[config.mk]
export PLATFORM = sky130hd
export DESIGN_NAME = cache_top
export DESIGN_NICKNAME = d
export VERILOG_FILES = /design/src/hw/cache_pkg.sv /design/src/hw/cache_tag_array.sv /design/src/hw/cache_data_array.sv /design/src/hw/cache_controller.sv /design/src/hw/cache_top.sv
export SDC_FILE = /design/constraint.sdc
export NUM_CORES = 2
export LEC_CHECK = 0
export BUFFER_PORTS_ARGS = -buffer_cell sky130_fd_sc_hd__buf_4
export CORE_MARGIN = 2
export CORE_UTILIZATION = 40
export DETAILED_ROUTE_END_ITERATION = 8
export GPL_ROUTABILITY_DRIVEN = 0
export GPL_TIMING_DRIVEN = 0
export PLACE_DENSITY = 0.69
export SYNTH_ARGS = -nofsm -noshare
export SYNTH_HDL_FRONTEND = slang
export SYNTH_SLANG_ARGS = --single-unit
[constraint.sdc]
create_clock -name clk -period 18.3 [get_ports clk]
set_input_delay 1.83 -clock clk [delete_from_list [all_inputs] [get_ports clk]]
set_output_delay 1.83 -clock clk [all_outputs]
set_load 0.01 [all_outputs]
[src/hw/cache_pkg.sv]
package cache_pkg;

    // cache geometry
    localparam int WORD_W          = 32;
    localparam int WORDS_PER_BLOCK = 4;
    localparam int BLOCK_W         = WORD_W * WORDS_PER_BLOCK;
    localparam int OFFSET_W        = 2;
    localparam int NUM_SETS        = 4;
    localparam int SET_W           = 2;
    localparam int NUM_WAYS        = 2;
    localparam int PROC_ADDR_W     = 30;
    localparam int TAG_W           = PROC_ADDR_W - SET_W - OFFSET_W;
    localparam int MEM_ADDR_W      = PROC_ADDR_W - OFFSET_W;

    typedef logic [WORD_W-1:0]  word_t;

    // word 0 sits in the low bits
    typedef logic [BLOCK_W-1:0] block_t;

    // same layout as the processor word address
    typedef struct packed {
        logic [TAG_W-1:0]    tag;
        logic [SET_W-1:0]    set;
        logic [OFFSET_W-1:0] word;
    } addr_fields_t;

    // request levels and payload toward main memory
    typedef struct packed {
        logic                  read;
        logic                  write;
        logic [MEM_ADDR_W-1:0] addr;
        block_t                wdata;
    } mem_req_t;

    // result of the tag compare for the addressed set
    typedef struct packed {
        logic             hit;
        logic             hit_way;
        logic             victim_way;
        logic             victim_dirty;
        logic [TAG_W-1:0] victim_tag;
    } lookup_t;

    typedef enum logic [1:0] {
        ST_COMPARE,
        ST_WRITEBACK,
        ST_ALLOCATE
    } ctrl_state_e;

    // update applied by both arrays at the rising edge
    typedef enum logic [1:0] {
        OP_NONE,
        OP_WRITE_WORD,
        OP_FILL,
        OP_CLEAN
    } array_op_e;

endpackage

[src/hw/cache_tag_array.sv]
module cache_tag_array import cache_pkg::*; (
    input  logic         clk,
    input  logic         proc_reset,
    input  addr_fields_t fields,
    input  array_op_e    op,
    input  logic         way,
    output lookup_t      lookup
);

    logic [TAG_W-1:0]    tag_q   [NUM_SETS][NUM_WAYS];
    logic [NUM_WAYS-1:0] valid_q [NUM_SETS];
    logic [NUM_WAYS-1:0] dirty_q [NUM_SETS];
    logic                lru_q   [NUM_SETS];

    logic [NUM_WAYS-1:0] way_hit;
    logic [NUM_WAYS-1:0] set_valid;
    logic [NUM_WAYS-1:0] set_dirty;
    logic                victim;

    assign set_valid = valid_q[fields.set];
    assign set_dirty = dirty_q[fields.set];

    // a way only hits when it holds valid data
    always_comb begin
        for (int w = 0; w < NUM_WAYS; w++) begin
            way_hit[w] = set_valid[w] && (tag_q[fields.set][w] == fields.tag);
        end
    end

    // fill empty ways first, then evict the least recently used one
    always_comb begin
        if (!set_valid[0]) begin
            victim = 1'b0;
        end else if (!set_valid[1]) begin
            victim = 1'b1;
        end else begin
            victim = lru_q[fields.set];
        end
    end

    assign lookup.hit          = |way_hit;
    assign lookup.hit_way      = way_hit[1];
    assign lookup.victim_way   = victim;
    assign lookup.victim_dirty = set_valid[victim] && set_dirty[victim];
    assign lookup.victim_tag   = tag_q[fields.set][victim];

    // control bits
    always_ff @(posedge clk or posedge proc_reset) begin
        if (proc_reset) begin
            for (int s = 0; s < NUM_SETS; s++) begin
                valid_q[s] <= '0;
                dirty_q[s] <= '0;
                lru_q[s]   <= 1'b0;
            end
        end else begin
            case (op)
                OP_WRITE_WORD: dirty_q[fields.set][way] <= 1'b1;
                OP_FILL: begin
                    valid_q[fields.set][way] <= 1'b1;
                    dirty_q[fields.set][way] <= 1'b0;
                end
                OP_CLEAN: dirty_q[fields.set][way] <= 1'b0;
                default: ;
            endcase
            // lru names the way to evict next
            if (op == OP_FILL) begin
                lru_q[fields.set] <= ~way;
            end else if (lookup.hit) begin
                lru_q[fields.set] <= ~lookup.hit_way;
            end
        end
    end

    // tag loaded on each refill
    always_ff @(posedge clk) begin
        if (op == OP_FILL) begin
            tag_q[fields.set][way] <= fields.tag;
        end
    end

    // a block is only ever filled into the victim way, never duplicated
    a_single_hit: assert property (
        @(posedge clk) disable iff (proc_reset)
        !(way_hit[0] && way_hit[1])
    );

endmodule

[src/hw/cache_data_array.sv]
module cache_data_array import cache_pkg::*; (
    input  logic         clk,
    input  addr_fields_t fields,
    input  array_op_e    op,
    input  logic         way,
    input  word_t        wdata,
    input  block_t       fill_block,
    output word_t        rd_word,
    output block_t       victim_block
);

    block_t blocks_q [NUM_SETS][NUM_WAYS];
    block_t sel_block;
    block_t merged;

    assign sel_block    = blocks_q[fields.set][way];
    assign victim_block = sel_block;

    // addressed word of the selected way
    always_comb begin
        rd_word = '0;
        for (int i = 0; i < WORDS_PER_BLOCK; i++) begin
            if (fields.word == OFFSET_W'(i)) begin
                rd_word = sel_block[i*WORD_W +: WORD_W];
            end
        end
    end

    // write hit replaces one word, keeps the rest
    always_comb begin
        merged = sel_block;
        for (int i = 0; i < WORDS_PER_BLOCK; i++) begin
            if (fields.word == OFFSET_W'(i)) begin
                merged[i*WORD_W +: WORD_W] = wdata;
            end
        end
    end

    always_ff @(posedge clk) begin
        case (op)
            OP_WRITE_WORD: blocks_q[fields.set][way] <= merged;
            OP_FILL:       blocks_q[fields.set][way] <= fill_block;
            default: ;
        endcase
    end

endmodule

[src/hw/cache_controller.sv]
module cache_controller import cache_pkg::*; (
    input  logic         clk,
    input  logic         proc_reset,
    input  logic         proc_read,
    input  logic         proc_write,
    input  addr_fields_t fields,
    input  lookup_t      lookup,
    input  block_t       victim_block,
    input  word_t        rd_word,
    input  logic         mem_ready,
    output array_op_e    op,
    output logic         way,
    output mem_req_t     mem_req,
    output logic         proc_stall,
    output word_t        proc_rdata
);

    ctrl_state_e state_q;
    ctrl_state_e state_d;
    logic        access;

    assign access = proc_read || proc_write;

    // hit way while comparing, otherwise the victim stays selected
    assign way = (state_q == ST_COMPARE && lookup.hit) ? lookup.hit_way
                                                       : lookup.victim_way;

    always_comb begin
        state_d       = state_q;
        op            = OP_NONE;
        proc_stall    = 1'b0;
        proc_rdata    = '0;
        mem_req.read  = 1'b0;
        mem_req.write = 1'b0;
        mem_req.addr  = {fields.tag, fields.set};
        mem_req.wdata = '0;

        case (state_q)
            ST_COMPARE: begin
                if (access && lookup.hit) begin
                    if (proc_read) begin
                        proc_rdata = rd_word;
                    end else begin
                        op = OP_WRITE_WORD;
                    end
                end else if (access) begin
                    proc_stall = 1'b1;
                    // dirty victims go back to memory before the refill
                    if (lookup.victim_dirty) begin
                        state_d = ST_WRITEBACK;
                    end else begin
                        state_d = ST_ALLOCATE;
                    end
                end
            end

            ST_WRITEBACK: begin
                proc_stall    = 1'b1;
                mem_req.write = 1'b1;
                mem_req.addr  = {lookup.victim_tag, fields.set};
                mem_req.wdata = victim_block;
                if (mem_ready) begin
                    op      = OP_CLEAN;
                    state_d = ST_ALLOCATE;
                end
            end

            ST_ALLOCATE: begin
                proc_stall   = 1'b1;
                mem_req.read = 1'b1;
                // refill block comes straight from mem_rdata
                if (mem_ready) begin
                    op      = OP_FILL;
                    state_d = ST_COMPARE;
                end
            end

            default: begin
                state_d = ST_COMPARE;
            end
        endcase
    end

    always_ff @(posedge clk or posedge proc_reset) begin
        if (proc_reset) begin
            state_q <= ST_COMPARE;
        end else begin
            state_q <= state_d;
        end
    end

    a_proc_one_op: assert property (
        @(posedge clk) disable iff (proc_reset)
        !(proc_read && proc_write)
    );

    a_mem_one_op: assert property (
        @(posedge clk) disable iff (proc_reset)
        !(mem_req.read && mem_req.write)
    );

    // relies on the processor holding its address while stalled
    a_mem_addr_hold: assert property (
        @(posedge clk) disable iff (proc_reset)
        (mem_req.read || mem_req.write) && !mem_ready |=> $stable(mem_req.addr)
    );

endmodule

[src/hw/cache_top.sv]
module cache_top import cache_pkg::*; (
    input  logic                   clk,
    input  logic                   proc_reset,
    input  logic                   proc_read,
    input  logic                   proc_write,
    input  logic [PROC_ADDR_W-1:0] proc_addr,
    input  word_t                  proc_wdata,
    output logic                   proc_stall,
    output word_t                  proc_rdata,
    output logic                   mem_read,
    output logic                   mem_write,
    output logic [MEM_ADDR_W-1:0]  mem_addr,
    output block_t                 mem_wdata,
    input  block_t                 mem_rdata,
    input  logic                   mem_ready
);

    addr_fields_t fields;
    lookup_t      lookup;
    array_op_e    op;
    logic         way;
    word_t        rd_word;
    block_t       victim_block;
    mem_req_t     mem_req;

    // tag, set and word offset of the word address
    assign fields = addr_fields_t'(proc_addr);

    assign mem_read  = mem_req.read;
    assign mem_write = mem_req.write;
    assign mem_addr  = mem_req.addr;
    assign mem_wdata = mem_req.wdata;

    cache_tag_array u_tag_array (
        .clk        (clk),
        .proc_reset (proc_reset),
        .fields     (fields),
        .op         (op),
        .way        (way),
        .lookup     (lookup)
    );

    cache_data_array u_data_array (
        .clk          (clk),
        .fields       (fields),
        .op           (op),
        .way          (way),
        .wdata        (proc_wdata),
        .fill_block   (mem_rdata),
        .rd_word      (rd_word),
        .victim_block (victim_block)
    );

    cache_controller u_controller (
        .clk          (clk),
        .proc_reset   (proc_reset),
        .proc_read    (proc_read),
        .proc_write   (proc_write),
        .fields       (fields),
        .lookup       (lookup),
        .victim_block (victim_block),
        .rd_word      (rd_word),
        .mem_ready    (mem_ready),
        .op           (op),
        .way          (way),
        .mem_req      (mem_req),
        .proc_stall   (proc_stall),
        .proc_rdata   (proc_rdata)
    );

endmodule

==> flow_summary.json <==
{
  "status": "complete, but fails checks",
  "violations": "max-capacitance violations",
  "synth_edf_count": 1232,
  "final_cell_mix": "edfxtp_1, buf_4, mux4_2",
  "pre_cts_slack_ns": 8.48,
  "internal_power_mw": 6.06,
  "finalCritPeriodShare": 0.555,
  "worstMarginPinSlew_ns": 1.44,
  "crit_fanout": 10,
  "finalHoldViolations": 0,
  "criticalPathCategory": "primary input to output pin",
  "fmaxAchievable_mhz": 98.5,
  "synth_flop_cell": "edfxtp_1",
  "grt_use_met2": 0.401,
  "clkLatencyLatePin_ns": 0.78,
  "cts_buffers": 120,
  "gr-usage-all-layers": 0.266,
  "start_util": 0.404,
  "syn-num-nets": 3678,
  "die_w_microns": 380,
  "synth_seq_cells": 1254,
  "clkSinkCount": 1254,
  "cp-start-kind": "primary input",
  "syn_inst": 3479,
  "num_rows": 137,
  "clkSlewWorstSetupHoldPaths_ns": 0.06,
  "crit_arrival_ns": 8.32,
  "ant_nets": 0,
  "worstSetupEndpointType": "output pin",
  "grt_max_degree": 28,
  "vias": 38500,
  "worstPathRequired_ns": 16.47,
  "power.switching_mw": 3.03,
  "viasPerCell": 6.31,
  "post_drt_wl_per_cell_microns": 32.4,
  "post-dp-hpwl_microns": 149000,
  "drtIter0Drc": 6164,
  "yosysWarnings": 0,
  "clk_path_buf_depth": 3,
  "fp.dieH_microns": 380,
  "cts_root_buf": "clkbuf_16",
  "tns_ns": 0,
  "syn_area_sq_um": 56500,
  "leakagePower_nw": 22.5,
  "cts_tree": "built",
  "drv_slew": 0,
  "drive_gt1_frac": 0.280,
  "grt_pass1_vias": 37000,
  "p_clk_frac": 0.271,
  "maxCapViolations": 1,
  "ctsHoldBuffers": 0,
  "post-cts-setup-buffers": 0,
  "syn_area_per_cell_sq_um": 16.2,
  "routed_wl_microns": 198000,
  "finalWorstSetupSlack_ns": 8.15,
  "min_period_ns": 10.15,
  "gr-total-overflow": 0,
  "ctsResizeCount": 0,
  "min_path_type": "flip-flop to flip-flop",
  "use_met3": 0.0862,
  "antenna_found_initial": 24,
  "final_common_cell": "edfxtp_1",
  "fin_util": 0.481,
  "p_seq_frac": 0.434,
  "grt-busiest-layer": "met2",
  "max_slew_margin": 0.0144,
  "async_flop_share": 0.0175,
  "p_total_mw": 9.09,
  "synthToLayoutAreaGrowth_pct": 19.1,
  "fin_skew_ns": 0.0699,
  "p_per_area_nw_per_um2": 135,
  "yosysUniqueCellTypes": 75,
  "use_met1": 0.352,
  "drtPass1Iterations": 8,
  "ir_drop_uv": 105,
  "layout.nets": 4318,
  "drc": 0,
  "swShare": 0.333,
  "comb_power_share": 0.295,
  "rsz0062_at_grt": "no",
  "ios": 386,
  "port_buffers": 383,
  "dieArea_sq_um": 144000,
  "setup_viol": 0,
  "htree_levels": 3,
  "fp.coreArea_sq_um": 140000,
  "ys_seq_area_frac": 0.665,
  "grt_pass1_wl_microns": 275000
}
logic make-up (layout without fill, tap and decap cells):
kind of cell               Yosys count  count (layout)  synth area share
DFF                               1254            1254             0.665
and+or+nand+nor                    798             798            0.0689
AOI/OAI and AO/OA                  661             661            0.0888
muxes                              394             394             0.143
buffers and inverters              320            1056            0.0264
xor gates and xnor gates            48              48           0.00745
adders and majority gates            4               4          0.000886
other                                0              10                 0
cell type report:
cell class	count	area (sq um)
multi-input cells	1905	17500
diodes	10	25.0
flip-flops and latches	1254	37500
well taps	1876	2350
fillers	11800	72600
clock inverters	78	699
clock buffers	140	3100
inverters	58	218
plain buffers	262	1270
repair buffers	518	4510
worst paths after layout:
check / from / end / slack, ns / cells after the start
worst max-delay path: proc_addr[3] / proc_rdata[14] / 8.15 / 18
min in group asynchronous: proc_reset / u_controller.state_q[1]$_DFFE_PP0P_ / 1.31 / 2
worst min-delay path: u_tag_array.valid_q[5]$_DFFE_PP0N_ / u_tag_array.valid_q[5]$_DFFE_PP0N_ / 0.45 / 1
worst max register to register: u_tag_array.tag_q[1][50]$_DFFE_PP_ / u_data_array.blocks_q[3][186]$_DFFE_PP_ / 12.48 / 14
max in group asynchronous: proc_reset / u_tag_array.valid_q[2]$_DFFE_PP0N_ / 16.41 / 2
worst min register to register: u_tag_array.valid_q[5]$_DFFE_PP0N_ / u_tag_array.valid_q[5]$_DFFE_PP0N_ / 0.45 / 1
routing by layer:
| metal | routed length (microns) | up-vias |
|---|---|---|
| met2 | 88500 | 3086 |
| met5 | 60 | - |
| met1 | 70700 | 19600 |
| met4 | 9660 | 10 |
| li1 | - | 15300 |
| met3 | 28800 | 487 |
power groups by stage:
stage               logic (mW)  clock network [mW]  registers [mW]
floorplan                 1.59                   0            4.03
global placement          2.44                   0            4.10
detailed placement        2.59                   0            4.00
CTS                       2.61                2.46            3.94
global route              2.81                2.57            3.96
finish                    2.68                2.47            3.94
worst max-delay path, stage by stage:
cell and delay [ns]:
buf_6 0.13, buf_6 0.19, buf_6 0.22, buf_6 0.19, buf_6 0.19, clkbuf_1 0.79
mux4_2 0.49, xnor2_1 0.28, nand4_1 0.12, nor2_1 0.26, nand4_2 0.27, o21bai_4 0.59
buf_2 0.53, clkbuf_1 0.49, a21boi_1 0.21, o21ai_0 0.85, o2111ai_1 0.39, buf_4 0.26
registers in the layout (all words and copies together) (netlist names), named ones only:
| signal | flops |
|---|---|
| u_data_array.blocks_q | 1024 |
| u_tag_array.tag_q | 208 |
| u_tag_array.valid_q | 8 |
| u_controller.state_q | 2 |
| u_tag_array.lru_q | 4 |
stage by stage:
stage	area [sq um]	std cells	hold WS (ns)
finish	67200	6101	0.450
global route	67200	6095	0.471
CTS	67200	6091	0.457
detailed placement	63400	5873	0.443
global placement	61700	5738	0.435
floorplan	56500	3479	0.423
synth_stat cells (4+ instances only):
cell,count,area share
and2_1,6,0.00066
buf_1,6,0.00040
a21boi_0,17,0.0023
clkbuf_1,171,0.011
o22a_1,5,0.00078
o21ai_1,10,0.00089
o21ai_0,103,0.0091
nor3_1,195,0.017
buf_4,9,0.0012
dfrtp_1,22,0.0098
edfxtp_1,1232,0.66
nor2b_1,89,0.0099
nand4_1,12,0.0013
mux4_2,300,0.12
inv_1,57,0.0038
buf_6,19,0.0038
ha_1,4,0.00089
a221oi_2,45,0.012
o21a_1,64,0.0085
mux2i_4,28,0.011
nand2_1,134,0.0089
nor2_1,224,0.015
o31ai_1,118,0.016
o2111ai_1,34,0.0053
xnor2_1,45,0.0070
a31oi_1,9,0.0010
or2_2,6,0.00066
buf_2,54,0.0048
and3_1,97,0.011
a21oi_1,53,0.0047
a211oi_1,87,0.012
a221oi_1,5,0.00078
nand2b_1,14,0.0016
a21boi_1,76,0.010
mux2i_1,63,0.011
No activity file was read; power rests on OpenSTA's default activity.
